**config.mk**
```make
export PLATFORM = sky130hd
export DESIGN_NAME = rvfi_trace_top
export DESIGN_NICKNAME = d
export VERILOG_FILES = /design/src/design/trace_pkg.sv /design/src/design/rvfi_trace_top.sv /design/src/design/trace_decode.sv /design/src/design/trace_execute.sv /design/src/design/trace_result.sv
export VERILOG_INCLUDE_DIRS = /design/src /design/src/design
export SDC_FILE = /design/constraint.sdc
export NUM_CORES = 1
export LEC_CHECK = 0
export BUFFER_PORTS_ARGS = -buffer_cell sky130_fd_sc_hd__buf_2
export CAP_MARGIN = 20
export CORE_MARGIN = 2
export CORE_UTILIZATION = 55
export CTS_BUF_LIST = sky130_fd_sc_hd__clkbuf_8
export CTS_CLUSTER_DIAMETER = 200
export CTS_CLUSTER_SIZE = 16
export DETAILED_ROUTE_END_ITERATION = 7
export PLACE_DENSITY_LB_ADDON = 0.1
export SYNTH_ARGS = -nofsm -noshare
export SYNTH_HDL_FRONTEND = slang
export SYNTH_SLANG_ARGS = --single-unit
```
**constraint.sdc**
```tcl
create_clock -name clk_i -period 32 [get_ports clk_i]
set_clock_uncertainty 0.15 [all_clocks]
set_input_delay 0 -clock clk_i [delete_from_list [all_inputs] [get_ports clk_i]]
set_output_delay 0 -clock clk_i [all_outputs]
set_load 0.05 [all_outputs]
```
**src/design/trace_consts.svh**
```systemverilog
// ******************************
// Widths, record layout and ring buffer size of the RVFI trace encoder
// Included by the RTL files that size ports or pack the header
// ******************************
`ifndef TRACE_CONSTS_SVH
`define TRACE_CONSTS_SVH

// Data and address width
`define TRACE_XLEN 32
// Register index width
`define TRACE_REG_AW 5
// Low cycle-count bits carried in the header
`define TRACE_CYCLE_W 8

// Words in every record: header, pc, instruction, operand
`define TRACE_FIXED_WORDS 4
// Optional words, one per access mask bit
`define TRACE_MASK_W 4
// Ring buffer size in words, the word index wraps here
`define TRACE_BUF_WORDS 64

// Header field positions
`define TRACE_HDR_CLASS_LSB 0
`define TRACE_HDR_MASK_LSB 4
`define TRACE_HDR_RD_LSB 8
`define TRACE_HDR_RS1_LSB 13
`define TRACE_HDR_RS2_LSB 18
`define TRACE_HDR_CYCLE_LSB 24

`endif

```
**src/design/trace_pkg.sv**
```systemverilog
// ******************************
// Types shared by the trace encoder stages
// Opcodes, instruction classes and the data access mask
// ******************************
package trace_pkg;

  // RV32I major opcodes
  typedef enum logic [6:0] {
    OPC_LOAD     = 7'b0000011,
    OPC_MISC_MEM = 7'b0001111,
    OPC_OP_IMM   = 7'b0010011,
    OPC_AUIPC    = 7'b0010111,
    OPC_STORE    = 7'b0100011,
    OPC_OP       = 7'b0110011,
    OPC_LUI      = 7'b0110111,
    OPC_BRANCH   = 7'b1100011,
    OPC_JALR     = 7'b1100111,
    OPC_JAL      = 7'b1101111,
    OPC_SYSTEM   = 7'b1110011
  } trace_opcode_e;

  // Format class as written into the record header
  typedef enum logic [3:0] {
    CLS_INVALID    = 4'd0,
    CLS_COMPRESSED = 4'd1,
    CLS_R          = 4'd2,
    CLS_I          = 4'd3,
    CLS_SHIFT      = 4'd4,
    CLS_U          = 4'd5,
    CLS_JAL        = 4'd6,
    CLS_JALR       = 4'd7,
    CLS_BRANCH     = 4'd8,
    CLS_LOAD       = 4'd9,
    CLS_STORE      = 4'd10,
    CLS_CSR        = 4'd11,
    CLS_CSRI       = 4'd12,
    CLS_SYSTEM     = 4'd13,
    CLS_FENCE      = 4'd14
  } insn_class_e;

  // rs1 sits in bit 0, optional words follow from bit 0 upward
  typedef struct packed {
    logic mem;
    logic rd;
    logic rs2;
    logic rs1;
  } access_mask_t;

endpackage

```
**src/design/rvfi_trace_top.sv**
```systemverilog
// ******************************
// RVFI trace encoder top level
// Decode, execute and Wishbone writer stages in a row
// ******************************
`timescale 1ns/1ps
`include "trace_consts.svh"

module rvfi_trace_top import trace_pkg::*; #(
  parameter logic [`TRACE_XLEN-1:0] BASE_ADDR = 32'h0000_1000
) (
  input  logic                         clk_i,
  input  logic                         rst_ni,
  input  logic                         rvfi_valid,
  input  logic [`TRACE_XLEN-1:0]       rvfi_insn,
  input  logic [`TRACE_XLEN-1:0]       rvfi_pc_rdata,
  input  logic [`TRACE_XLEN-1:0]       rvfi_pc_wdata,
  input  logic [`TRACE_REG_AW-1:0]     rvfi_rs1_addr,
  input  logic [`TRACE_REG_AW-1:0]     rvfi_rs2_addr,
  input  logic [`TRACE_REG_AW-1:0]     rvfi_rd_addr,
  input  logic [`TRACE_XLEN-1:0]       rvfi_rs1_rdata,
  input  logic [`TRACE_XLEN-1:0]       rvfi_rs2_rdata,
  input  logic [`TRACE_XLEN-1:0]       rvfi_rd_wdata,
  input  logic [`TRACE_XLEN-1:0]       rvfi_mem_addr,
  output logic                         wb_cyc,
  output logic                         wb_stb,
  output logic                         wb_we,
  output logic [3:0]                   wb_sel,
  output logic [`TRACE_XLEN-1:0]       wb_adr,
  output logic [`TRACE_XLEN-1:0]       wb_dat_o,
  input  logic                         wb_ack,
  output logic [15:0]                  drop_count
);

  // Decode to execute
  logic                      dec_valid;
  insn_class_e               dec_class;
  access_mask_t              dec_access;
  logic [`TRACE_XLEN-1:0]    dec_insn;
  logic [`TRACE_XLEN-1:0]    dec_pc;
  logic [`TRACE_XLEN-1:0]    dec_pc_next;
  logic [`TRACE_REG_AW-1:0]  dec_rs1_addr;
  logic [`TRACE_REG_AW-1:0]  dec_rs2_addr;
  logic [`TRACE_REG_AW-1:0]  dec_rd_addr;
  logic [`TRACE_XLEN-1:0]    dec_rs1_data;
  logic [`TRACE_XLEN-1:0]    dec_rs2_data;
  logic [`TRACE_XLEN-1:0]    dec_rd_data;
  logic [`TRACE_XLEN-1:0]    dec_mem_addr;
  logic [`TRACE_CYCLE_W-1:0] dec_cycle;
  logic                      exe_ready;

  // Execute to result
  logic                      exe_valid;
  access_mask_t              exe_access;
  logic [`TRACE_XLEN-1:0]    exe_header;
  logic [`TRACE_XLEN-1:0]    exe_pc;
  logic [`TRACE_XLEN-1:0]    exe_insn;
  logic [`TRACE_XLEN-1:0]    exe_operand;
  logic [`TRACE_XLEN-1:0]    exe_rs1_data;
  logic [`TRACE_XLEN-1:0]    exe_rs2_data;
  logic [`TRACE_XLEN-1:0]    exe_rd_data;
  logic [`TRACE_XLEN-1:0]    exe_mem_addr;
  logic                      res_ready;

  trace_decode u_decode (.*);

  trace_execute u_execute (.*);

  trace_result #(
    .BASE_ADDR(BASE_ADDR)
  ) u_result (.*);

endmodule

```
**src/design/trace_decode.sv**
```systemverilog
// ******************************
// First trace stage: cycle counter, RV32I classifier and access mask
// Registers one retirement, counts retirements lost to back-pressure
// ******************************
`timescale 1ns/1ps
`include "trace_consts.svh"

module trace_decode import trace_pkg::*; (
  input  logic                         clk_i,
  input  logic                         rst_ni,
  input  logic                         rvfi_valid,
  input  logic [`TRACE_XLEN-1:0]       rvfi_insn,
  input  logic [`TRACE_XLEN-1:0]       rvfi_pc_rdata,
  input  logic [`TRACE_XLEN-1:0]       rvfi_pc_wdata,
  input  logic [`TRACE_REG_AW-1:0]     rvfi_rs1_addr,
  input  logic [`TRACE_REG_AW-1:0]     rvfi_rs2_addr,
  input  logic [`TRACE_REG_AW-1:0]     rvfi_rd_addr,
  input  logic [`TRACE_XLEN-1:0]       rvfi_rs1_rdata,
  input  logic [`TRACE_XLEN-1:0]       rvfi_rs2_rdata,
  input  logic [`TRACE_XLEN-1:0]       rvfi_rd_wdata,
  input  logic [`TRACE_XLEN-1:0]       rvfi_mem_addr,
  input  logic                         exe_ready,
  output logic                         dec_valid,
  output insn_class_e                  dec_class,
  output access_mask_t                 dec_access,
  output logic [`TRACE_XLEN-1:0]       dec_insn,
  output logic [`TRACE_XLEN-1:0]       dec_pc,
  output logic [`TRACE_XLEN-1:0]       dec_pc_next,
  output logic [`TRACE_REG_AW-1:0]     dec_rs1_addr,
  output logic [`TRACE_REG_AW-1:0]     dec_rs2_addr,
  output logic [`TRACE_REG_AW-1:0]     dec_rd_addr,
  output logic [`TRACE_XLEN-1:0]       dec_rs1_data,
  output logic [`TRACE_XLEN-1:0]       dec_rs2_data,
  output logic [`TRACE_XLEN-1:0]       dec_rd_data,
  output logic [`TRACE_XLEN-1:0]       dec_mem_addr,
  output logic [`TRACE_CYCLE_W-1:0]    dec_cycle,
  output logic [15:0]                  drop_count
);

  logic [`TRACE_CYCLE_W-1:0] cycle_q;
  trace_opcode_e             opcode;
  logic [2:0]                funct3;
  logic [6:0]                funct7;
  insn_class_e               cls;
  access_mask_t              acc;
  logic                      accept;
  logic                      drop;

  assign opcode = trace_opcode_e'(rvfi_insn[6:0]);
  assign funct3 = rvfi_insn[14:12];
  assign funct7 = rvfi_insn[31:25];

  // Zero in the first cycle after reset, only the low bits are kept
  always_ff @(posedge clk_i or negedge rst_ni) begin
    if (!rst_ni) begin
      cycle_q <= '0;
    end else begin
      cycle_q <= cycle_q + 1'b1;
    end
  end

  always_comb begin
    cls = CLS_INVALID;
    if (rvfi_insn[1:0] != 2'b11) begin
      cls = CLS_COMPRESSED;
    end else begin
      case (opcode)
        OPC_LUI, OPC_AUIPC: cls = CLS_U;
        OPC_JAL:            cls = CLS_JAL;
        OPC_JALR:           cls = (funct3 == 3'b000) ? CLS_JALR : CLS_INVALID;
        OPC_BRANCH:         cls = (funct3[2:1] == 2'b01) ? CLS_INVALID : CLS_BRANCH;
        // lw is the widest, no ld and no lwu on RV32
        OPC_LOAD:   cls = (funct3 == 3'b011 || funct3[2:1] == 2'b11) ? CLS_INVALID : CLS_LOAD;
        OPC_STORE:  cls = (funct3 < 3'd3) ? CLS_STORE : CLS_INVALID;
        OPC_OP_IMM: begin
          case (funct3)
            3'b001:  cls = (funct7 == 7'h00) ? CLS_SHIFT : CLS_INVALID;
            3'b101:  cls = (funct7 == 7'h00 || funct7 == 7'h20) ? CLS_SHIFT : CLS_INVALID;
            default: cls = CLS_I;
          endcase
        end
        // funct7 0x01 is the M extension, not traced
        OPC_OP: begin
          if (funct7 == 7'h00 || (funct7 == 7'h20 && (funct3 == 3'b000 || funct3 == 3'b101))) begin
            cls = CLS_R;
          end
        end
        OPC_SYSTEM: begin
          case (funct3)
            3'b000:  cls = CLS_SYSTEM;
            3'b100:  cls = CLS_INVALID;
            default: cls = funct3[2] ? CLS_CSRI : CLS_CSR;
          endcase
        end
        // fence.i has no pred/succ, shown as a plain system record
        OPC_MISC_MEM: begin
          case (funct3)
            3'b000:  cls = CLS_FENCE;
            3'b001:  cls = CLS_SYSTEM;
            default: cls = CLS_INVALID;
          endcase
        end
        default: cls = CLS_INVALID;
      endcase
    end
  end

  // Which data words follow the fixed part of the record
  always_comb begin
    case (cls)
      CLS_R:                               acc = '{mem: 1'b0, rd: 1'b1, rs2: 1'b1, rs1: 1'b1};
      CLS_BRANCH:                          acc = '{mem: 1'b0, rd: 1'b0, rs2: 1'b1, rs1: 1'b1};
      CLS_I, CLS_SHIFT, CLS_JALR, CLS_CSR: acc = '{mem: 1'b0, rd: 1'b1, rs2: 1'b0, rs1: 1'b1};
      CLS_U, CLS_JAL, CLS_CSRI:            acc = '{mem: 1'b0, rd: 1'b1, rs2: 1'b0, rs1: 1'b0};
      CLS_LOAD:                            acc = '{mem: 1'b1, rd: 1'b1, rs2: 1'b0, rs1: 1'b1};
      CLS_STORE:                           acc = '{mem: 1'b1, rd: 1'b0, rs2: 1'b1, rs1: 1'b1};
      default:                             acc = '0;
    endcase
  end

  // Room when empty or when the held record moves on in this cycle
  assign accept = rvfi_valid && (!dec_valid || exe_ready);
  assign drop   = rvfi_valid && dec_valid && !exe_ready;

  always_ff @(posedge clk_i or negedge rst_ni) begin
    if (!rst_ni) begin
      dec_valid  <= 1'b0;
      drop_count <= '0;
    end else begin
      if (accept) begin
        dec_valid <= 1'b1;
      end else if (exe_ready) begin
        dec_valid <= 1'b0;
      end
      if (drop && drop_count != '1) begin
        drop_count <= drop_count + 1'b1;
      end
    end
  end

  always_ff @(posedge clk_i) begin
    if (accept) begin
      dec_class    <= cls;
      dec_access   <= acc;
      dec_insn     <= rvfi_insn;
      dec_pc       <= rvfi_pc_rdata;
      dec_pc_next  <= rvfi_pc_wdata;
      dec_rs1_addr <= rvfi_rs1_addr;
      dec_rs2_addr <= rvfi_rs2_addr;
      dec_rd_addr  <= rvfi_rd_addr;
      dec_rs1_data <= rvfi_rs1_rdata;
      dec_rs2_data <= rvfi_rs2_rdata;
      dec_rd_data  <= rvfi_rd_wdata;
      dec_mem_addr <= rvfi_mem_addr;
      dec_cycle    <= cycle_q;
    end
  end

  // Drops need a full stage, so an empty one leaves the count alone
  assert property (@(posedge clk_i) disable iff (!rst_ni)
    !dec_valid |=> $stable(drop_count));

  assert property (@(posedge clk_i) disable iff (!rst_ni)
    dec_valid && (dec_class == CLS_INVALID || dec_class == CLS_COMPRESSED)
    |-> dec_access == '0);

endmodule

```
**src/design/trace_execute.sv**
```systemverilog
// ******************************
// Second trace stage: displayed operand and header word
// Holds one finished record for the Wishbone writer
// ******************************
`timescale 1ns/1ps
`include "trace_consts.svh"

module trace_execute import trace_pkg::*; (
  input  logic                         clk_i,
  input  logic                         rst_ni,
  input  logic                         dec_valid,
  input  insn_class_e                  dec_class,
  input  access_mask_t                 dec_access,
  input  logic [`TRACE_XLEN-1:0]       dec_insn,
  input  logic [`TRACE_XLEN-1:0]       dec_pc,
  input  logic [`TRACE_XLEN-1:0]       dec_pc_next,
  input  logic [`TRACE_REG_AW-1:0]     dec_rs1_addr,
  input  logic [`TRACE_REG_AW-1:0]     dec_rs2_addr,
  input  logic [`TRACE_REG_AW-1:0]     dec_rd_addr,
  input  logic [`TRACE_XLEN-1:0]       dec_rs1_data,
  input  logic [`TRACE_XLEN-1:0]       dec_rs2_data,
  input  logic [`TRACE_XLEN-1:0]       dec_rd_data,
  input  logic [`TRACE_XLEN-1:0]       dec_mem_addr,
  input  logic [`TRACE_CYCLE_W-1:0]    dec_cycle,
  input  logic                         res_ready,
  output logic                         exe_ready,
  output logic                         exe_valid,
  output access_mask_t                 exe_access,
  output logic [`TRACE_XLEN-1:0]       exe_header,
  output logic [`TRACE_XLEN-1:0]       exe_pc,
  output logic [`TRACE_XLEN-1:0]       exe_insn,
  output logic [`TRACE_XLEN-1:0]       exe_operand,
  output logic [`TRACE_XLEN-1:0]       exe_rs1_data,
  output logic [`TRACE_XLEN-1:0]       exe_rs2_data,
  output logic [`TRACE_XLEN-1:0]       exe_rd_data,
  output logic [`TRACE_XLEN-1:0]       exe_mem_addr
);

  logic [`TRACE_XLEN-1:0] imm_i;
  logic [`TRACE_XLEN-1:0] imm_s;
  logic [`TRACE_XLEN-1:0] imm_b;
  logic [`TRACE_XLEN-1:0] operand;
  logic [`TRACE_XLEN-1:0] header;
  logic                   accept;

  assign imm_i = {{20{dec_insn[31]}}, dec_insn[31:20]};
  assign imm_s = {{20{dec_insn[31]}}, dec_insn[31:25], dec_insn[11:7]};
  assign imm_b = {{19{dec_insn[31]}}, dec_insn[31], dec_insn[7], dec_insn[30:25],
                  dec_insn[11:8], 1'b0};

  always_comb begin
    case (dec_class)
      CLS_I, CLS_JALR, CLS_LOAD: operand = imm_i;
      CLS_SHIFT:  operand = {27'b0, dec_insn[24:20]};
      CLS_U:      operand = {12'b0, dec_insn[31:12]};
      // Taken or not, the branch shows its target
      CLS_JAL:    operand = dec_pc_next;
      CLS_BRANCH: operand = dec_pc + imm_b;
      CLS_STORE:  operand = imm_s;
      CLS_CSR:    operand = {20'b0, dec_insn[31:20]};
      // uimm in 20:16, CSR address in 11:0
      CLS_CSRI:   operand = {11'b0, dec_insn[19:15], 4'b0, dec_insn[31:20]};
      // pred in 7:4, succ in 3:0
      CLS_FENCE:  operand = {24'b0, dec_insn[27:20]};
      default:    operand = '0;
    endcase
  end

  always_comb begin
    header = '0;
    header[`TRACE_HDR_CLASS_LSB +: $bits(insn_class_e)] = dec_class;
    header[`TRACE_HDR_MASK_LSB +: `TRACE_MASK_W]        = dec_access;
    header[`TRACE_HDR_RD_LSB +: `TRACE_REG_AW]          = dec_rd_addr;
    header[`TRACE_HDR_RS1_LSB +: `TRACE_REG_AW]         = dec_rs1_addr;
    header[`TRACE_HDR_RS2_LSB +: `TRACE_REG_AW]         = dec_rs2_addr;
    header[`TRACE_HDR_CYCLE_LSB +: `TRACE_CYCLE_W]      = dec_cycle;
  end

  assign exe_ready = !exe_valid || res_ready;
  assign accept    = dec_valid && exe_ready;

  always_ff @(posedge clk_i or negedge rst_ni) begin
    if (!rst_ni) begin
      exe_valid <= 1'b0;
    end else if (accept) begin
      exe_valid <= 1'b1;
    end else if (res_ready) begin
      exe_valid <= 1'b0;
    end
  end

  always_ff @(posedge clk_i) begin
    if (accept) begin
      exe_access   <= dec_access;
      exe_header   <= header;
      exe_pc       <= dec_pc;
      exe_insn     <= dec_insn;
      exe_operand  <= operand;
      exe_rs1_data <= dec_rs1_data;
      exe_rs2_data <= dec_rs2_data;
      exe_rd_data  <= dec_rd_data;
      exe_mem_addr <= dec_mem_addr;
    end
  end

  // An offered record stays put until the writer takes it
  assert property (@(posedge clk_i) disable iff (!rst_ni)
    exe_valid && !res_ready |=> exe_valid && $stable(exe_header));

endmodule

```
**src/design/trace_result.sv**
```systemverilog
// ******************************
// Record serializer and Wishbone classic write master
// Writes each record word by word into the ring buffer at BASE_ADDR
// ******************************
`timescale 1ns/1ps
`include "trace_consts.svh"

module trace_result import trace_pkg::*; #(
  parameter logic [`TRACE_XLEN-1:0] BASE_ADDR = '0
) (
  input  logic                         clk_i,
  input  logic                         rst_ni,
  input  logic                         exe_valid,
  input  access_mask_t                 exe_access,
  input  logic [`TRACE_XLEN-1:0]       exe_header,
  input  logic [`TRACE_XLEN-1:0]       exe_pc,
  input  logic [`TRACE_XLEN-1:0]       exe_insn,
  input  logic [`TRACE_XLEN-1:0]       exe_operand,
  input  logic [`TRACE_XLEN-1:0]       exe_rs1_data,
  input  logic [`TRACE_XLEN-1:0]       exe_rs2_data,
  input  logic [`TRACE_XLEN-1:0]       exe_rd_data,
  input  logic [`TRACE_XLEN-1:0]       exe_mem_addr,
  input  logic                         wb_ack,
  output logic                         res_ready,
  output logic                         wb_cyc,
  output logic                         wb_stb,
  output logic                         wb_we,
  output logic [3:0]                   wb_sel,
  output logic [`TRACE_XLEN-1:0]       wb_adr,
  output logic [`TRACE_XLEN-1:0]       wb_dat_o
);

  localparam int Slots = `TRACE_FIXED_WORDS + `TRACE_MASK_W;
  localparam int SlotW = $clog2(Slots);
  localparam int IdxW  = $clog2(`TRACE_BUF_WORDS);

  logic [`TRACE_XLEN-1:0] rec_q [Slots];
  access_mask_t           mask_q;
  logic                   busy_q;
  logic [SlotW-1:0]       slot_q;
  logic [SlotW-1:0]       slot_next;
  logic                   last_word;
  logic [Slots-1:0]       slot_en;
  logic [IdxW-1:0]        widx_q;
  logic                   accept;

  assign res_ready = !busy_q;
  assign accept    = exe_valid && !busy_q;

  // Fixed words always go out, masked words only when their bit is set
  assign slot_en = {mask_q, {`TRACE_FIXED_WORDS{1'b1}}};

  // Nearest enabled slot above the current one
  always_comb begin
    slot_next = slot_q;
    last_word = 1'b1;
    for (int i = Slots - 1; i > 0; i--) begin
      if (i > int'(slot_q) && slot_en[i]) begin
        slot_next = SlotW'(i);
        last_word = 1'b0;
      end
    end
  end

  always_ff @(posedge clk_i or negedge rst_ni) begin
    if (!rst_ni) begin
      busy_q <= 1'b0;
      slot_q <= '0;
      widx_q <= '0;
    end else if (!busy_q) begin
      if (exe_valid) begin
        busy_q <= 1'b1;
        slot_q <= '0;
      end
    end else if (wb_ack) begin
      widx_q <= (widx_q == IdxW'(`TRACE_BUF_WORDS - 1)) ? '0 : widx_q + 1'b1;
      slot_q <= slot_next;
      // Final ack ends the cycle, one idle cycle follows
      if (last_word) begin
        busy_q <= 1'b0;
      end
    end
  end

  always_ff @(posedge clk_i) begin
    if (accept) begin
      rec_q[0] <= exe_header;
      rec_q[1] <= exe_pc;
      rec_q[2] <= exe_insn;
      rec_q[3] <= exe_operand;
      rec_q[4] <= exe_rs1_data;
      rec_q[5] <= exe_rs2_data;
      rec_q[6] <= exe_rd_data;
      rec_q[7] <= exe_mem_addr;
      mask_q   <= exe_access;
    end
  end

  assign wb_cyc   = busy_q;
  assign wb_stb   = busy_q;
  assign wb_we    = 1'b1;
  assign wb_sel   = 4'hf;
  assign wb_dat_o = rec_q[slot_q];
  assign wb_adr   = BASE_ADDR + {{(`TRACE_XLEN - IdxW - 2){1'b0}}, widx_q, 2'b00};

  assert property (@(posedge clk_i) disable iff (!rst_ni)
    wb_stb |-> wb_cyc);

  // Classic cycle: the slave may sample any time before its ack
  assert property (@(posedge clk_i) disable iff (!rst_ni)
    wb_stb && !wb_ack |=> $stable(wb_adr) && $stable(wb_dat_o));

endmodule

```
After elaboration in Yosys (flattened, before gate mapping). Memories as Yosys holds them, arrays and structs flattened. A register that Yosys moved wholly into a read port is not among the register bits. Index checks and enable logic that the tools add are counted.

Reductions and logical operators: 29. Order comparisons: 8. Add/subtract/negate cells: 5. Eq/ne operators: 35. Mux-type cells: 42.

Operators with widths (number): $pmux W32 S9 (1); $mux W3 (14); $pmux W4 S10 (1); $add A32 B32 Y32 (1); $eq A7 B6 Y1 const B (4); $eq A7 B7 Y1 const B (4); $eq A4 B4 Y1 const B (6); $pmux W4 S2 (3); $mux W1 (17); $add A16 B1 Y16 const B (1); $eq A4 B3 Y1 const B (4); $mux W4 (4); $ne A16 B16 Y1 const B (1); $add A13 B8 Y14 const A (1); $eq A7 B5 Y1 const B (2); $gt A3 B3 Y1 const A (4); $logic_and A1 B1 Y1 (11); $add A8 B1 Y8 const B (1); $ne A8 B8 Y1 const B (1); $eq A7 B2 Y1 const B (1); $eq A7 B4 Y1 const B (1); $logic_not A7 Y1 (1); $add A6 B1 Y6 const B (1); $eq A3 B3 Y1 const B (2); 20 further kinds (32).

Memories kept: 2. Logic and storage cells: 156. Output and inout port bits: 87. Input port bits: 243. Memory bits (writable): 256. Register bits: 550. Bits in read-only memories: 64.

Memories: u_result.rec_q (depth 8, width 32, read ports 1, clocked after Yosys merged registers in 0, write ports 8, RTL line trace_result.sv:37) `` logic [`TRACE_XLEN-1:0] rec_q [Slots]; ``; (no name shown) (depth 16, width 4, read ports 1, clocked after Yosys merged registers in 1, write ports 0, RTL line trace_decode.sv:110) `case (cls)`.

Longest topological paths before layout.
Depth in word-level cells: 12. Depth in mapped cells: 11.

Modules after synthesis. A second synthesis with hierarchy kept.

Cell total of the unflattened synthesis: 1524. Area, all modules: 30185.2 µm².

Modules (own cells, without submodules): trace_result (instances 1, seq. area each 8057.7 µm², cells each 469, area an instance 10591.4 µm²); trace_execute (instances 1, seq. area each 7682.4 µm², cells each 632, area an instance 10273.6 µm²); trace_decode (instances 1, seq. area each 8282.9 µm², cells each 423, area an instance 9320.2 µm²).

Worst setup path after synthesis. OpenSTA, ideal clock, no wires.

Kind: register to register. Start: register u_result.busy_q, in the netlist u_result.wb_cyc. End: register u_execute.exe_header[0] (enable). Period minus slack after synthesis: 20307 ps. Data arrival time: 18896 ps. Slack: 11693 ps. Required time: 30589 ps. Cell stages (with the launch flop): 2. Path buffers: 0. Cells stage by stage: dfrtp_1 -> a21boi_0.

Longest elaborated chain between the ends: 3.

RTL lines: from (decl) (RTL line trace_result.sv:39) `logic busy_q;`; from (signal assigned) (RTL line trace_result.sv:67) `busy_q <= 1'b0;`; from (signal assigned) (RTL line trace_result.sv:72) `busy_q <= 1'b1;`; from (signal assigned) (RTL line trace_result.sv:80) `busy_q <= 1'b0;`; $logic_not A1 Y1 (RTL line trace_result.sv:47) `assign res_ready = !busy_q;`; $logic_or A1 B1 Y1 (RTL line trace_execute.sv:79) `assign exe_ready = !exe_valid || res_ready;`; $logic_and A1 B1 Y1 (RTL line trace_execute.sv:80) `assign accept = dec_valid && exe_ready;`; net u_execute.accept (RTL line trace_execute.sv:44) `logic accept;`; to (signal assigned) (RTL line trace_execute.sv:95) `exe_header <= header;`; to (decl) (RTL line trace_execute.sv:29) `` output logic [`TRACE_XLEN-1:0] exe_header, ``.

The timed path passes the listed nets, and every way through them passes these cells. A chain may end at the register's enable or synchronous reset.

Worst setup path in the final report.
Start: register u_result.slot_q[0]. End: output wb_dat_o[31].

Longest elaborated chain between the ends: 1.

RTL lines: from (decl) (RTL line trace_result.sv:40) `logic [SlotW-1:0] slot_q;`; from (signal assigned) (RTL line trace_result.sv:77) `slot_q <= slot_next;`; $mem_v2 Z8 W32; to (decl) (RTL line rvfi_trace_top.sv:29) `` output logic [`TRACE_XLEN-1:0] wb_dat_o, ``.

No other way between the ends.

==> key figures <==
Routing
  – Via count: 16300
  – WL final: 64000 um
  – Routed WL per cell: 21.1 um
  – Iteration-0 DRC Markers: 1237
  – Routed vias/inst: 5.38
  – DRT Pass-1 Iters: 6
  – DRC violations left: 0
  – Final antenna-violating net count: 0

Layout
  – Most frequent cells in the layout: edfxtp_1 (765), dlygate4sd3_1 (483), buf_2 (298), mux4_2 (63), clkbuf_8 (57)
  – Area delta synth->final: 26.8%
  – Share of cells above drive strength 1: 20.8%
  – Max reg flops: 255
  – Nets@finish: 2587
  – Largest register by flop count: u_result.rec_q
  – Most common cell after layout, fill and taps aside: edfxtp_1

Clock tree
  – Setup Fix Bufs, Post-CTS: 0
  – Clock sink count: 801
  – Clock Tree Root: clkbuf_8
  – H-tree depth reported by CTS: 2
  – CTS Buf Count: 56
  – CTS tree: built
  – Worst-skew pair later-pin latency: 690 ps
  – Clock Pin Slew Worst Setup and Hold Paths: 100 ps
  – Number of gates resized after cts: 0
  – Clock Path Buffers: 3

Global route
  – First-pass GRT wire length: 97000 um
  – Initial antenna violation count: 3
  – Overflow after GRT: 0
  – GRT Total Usage: 23.1%
  – Pin count of the biggest net entering global routing: 176
  – Vias in the first global route: 16900

Die
  – Die Y: 236 um
  – Die area: 0.0557 sq mm
  – Chip Width: 236 um
  – Initial core utilization: 55.3%
  – Num ports: 330
  – FP Rows: 85
  – Core Region: 0.0535 sq mm

Timing
  – Min cycle time layout: 3750 ps
  – Fmax: 0.267 GHz
  – Final Slew Violations: 0
  – Fin crit share: 11.7%
  – Slew @ Worst Pin: 1040 ps
  – Final Hold Vio Count: 0
  – Final worst setup slack: 28250 ps
  – RSZ-0062 raised after global routing: false
  – Fin Setup TNS: 0 ps
  – Worst hold margin: 123 ps
  – Worst rel slew slack: 30.5%
  – Final setup violation count: 0

Logic synthesis
  – Synthesis Warnings: 0
  – Asr flop ratio synth: 4.49%
  – FF+latch count, synth: 801
  – Post-synth top flop: edfxtp_1
  – Yosys top cell by area: edfxtp_1
  – Synth top area cells: edfxtp_1 (78%), mux4_2 (4.8%), dfrtp_1 (3.0%)
  – EDFF count, synth: 765
  – Register area share after synthesis: 80.6%
  – Synth unique cells: 73
  – Synth top area share: 77.6%
  – Syn Area/Cell: 19.7 sq um
  – Gate count after technology mapping: 1500
  – Cell Area, Synth: 0.0296 sq mm

Setup path
  – Worst Path Max Fanout: 42
  – Critical Path AT: 3600 ps
  – RR Startpoint: u_result.wb_cyc
  – Worst setup EP type: primary output
  – Setup Crit Path Kind: flop to primary output
  – Crit path from: u_result.slot_q[0]
  – Reg2Reg Depth: 4
  – Startpoint types: flop
  – Worst path required time: 31850 ps

Worst hold path
  – Min-delay worst type: input pin to flop
  – WHS Path Cells: 5
  – Worst Hold Launch: wb_ack

Placed design
  – GP Congestion: 0.832
  – DP HPWL: 38400 um
  – Port Buf Inserts: 298
  – Pre-CTS WS: 28410 ps

Power
  – Power Dens Cells: 75.8 mW/mm^2
  – Leakage: 13.4 nW
  – VDD IR-drop max: 64.6 uV

Flow run
  – Max-cap violations: 0

Status
  – Status: finished, final reports clean
power by group:
group	switching, mW	internal, mW	total, mW
Combinational	0.529	0.274	0.802
Clock	0.302	0.165	0.467
Sequential	0.107	1.47	1.57
Total	0.937	1.91	2.84
layer usage:
layer  part of all wire [%]  routed length [um]  track usage [%]
met5                  0.020                  13                0
met4                    2.1                1350             5.73
met3                    5.8                3740             3.94
met2                     50               31900             39.1
met1                     42               27100             31.8
final cells by class:
class | count | area, sq um
Clock inverter | 26 | 118
Antenna cell | 2 | 5.00
Multi-Input combinational cell | 631 | 5340
Fill cell | 3411 | 16000
Sequential cell | 801 | 23900
Timing Repair Buffer | 795 | 6460
Inverter | 20 | 82.6
Clock buffer | 57 | 785
Tap cell | 696 | 871
cells in the mapped netlist (22+ instances only):
| library cell | instances |
|---|---|
| buf_4 | 35 |
| edfxtp_1 | 765 |
| nand2_1 | 56 |
| nand3_1 | 29 |
| xor2_1 | 22 |
| nor2_1 | 46 |
| clkbuf_1 | 29 |
| ha_1 | 38 |
| mux2_2 | 33 |
| dfrtp_1 | 36 |
| xnor2_1 | 28 |
| a21oi_1 | 45 |
| o21ai_0 | 44 |
| mux4_2 | 63 |
stage by stage:
stage | cell area [sq um] | instances | total power [mW] | util, %
floorplan | 29700 | 1529 | 2.25 | -
global placement | 31800 | 2459 | 2.34 | 59.4
detailed placement | 31800 | 2459 | 2.36 | 59.4
CTS | 37500 | 3026 | 2.87 | 70.2
global route | 37500 | 3028 | 2.97 | 70.2
finish | 37500 | 3028 | 2.84 | 70.2
cell families (layout without fill, tap and decap cells):
logic type | after synthesis | count (layout) | synth area share (%)
flops | 801 | 801 | 80.6
simple gates | 207 | 207 | 3.48
compound gates | 204 | 204 | 4.78
mux | 100 | 100 | 6.18
buf+inv | 97 | 898 | 1.74
xor+xnor | 50 | 50 | 1.48
fa+ha+maj | 39 | 39 | 1.67
other cells | 2 | 33 | 0.0254
critical path: stages (launching register included):
cell and delay, ps:
dfrtp_4 1010, buf_4 740, mux4_2 630, mux2_2 300, buf_2 220
timing repair:
item                       4_1_cts  5_1_grt
hold endpoints to repair       347        0
hold buffers                   484        0
setup endpoints to repair        0        0
path summary, 6_finish.rpt:
kind                                           endpoint  slack, ps
worst max-delay path                       wb_dat_o[31]      28250
worst max register to register      u_decode.dec_pc[11]      28400
max in group asynchronous            u_result.slot_q[1]      31270
worst min-delay path                    u_result.wb_cyc        120
min in group asynchronous       u_decode.drop_count[14]        200
worst min register to register    u_result.rec_q[3][24]        250
(Power assumes the default switching activity.)
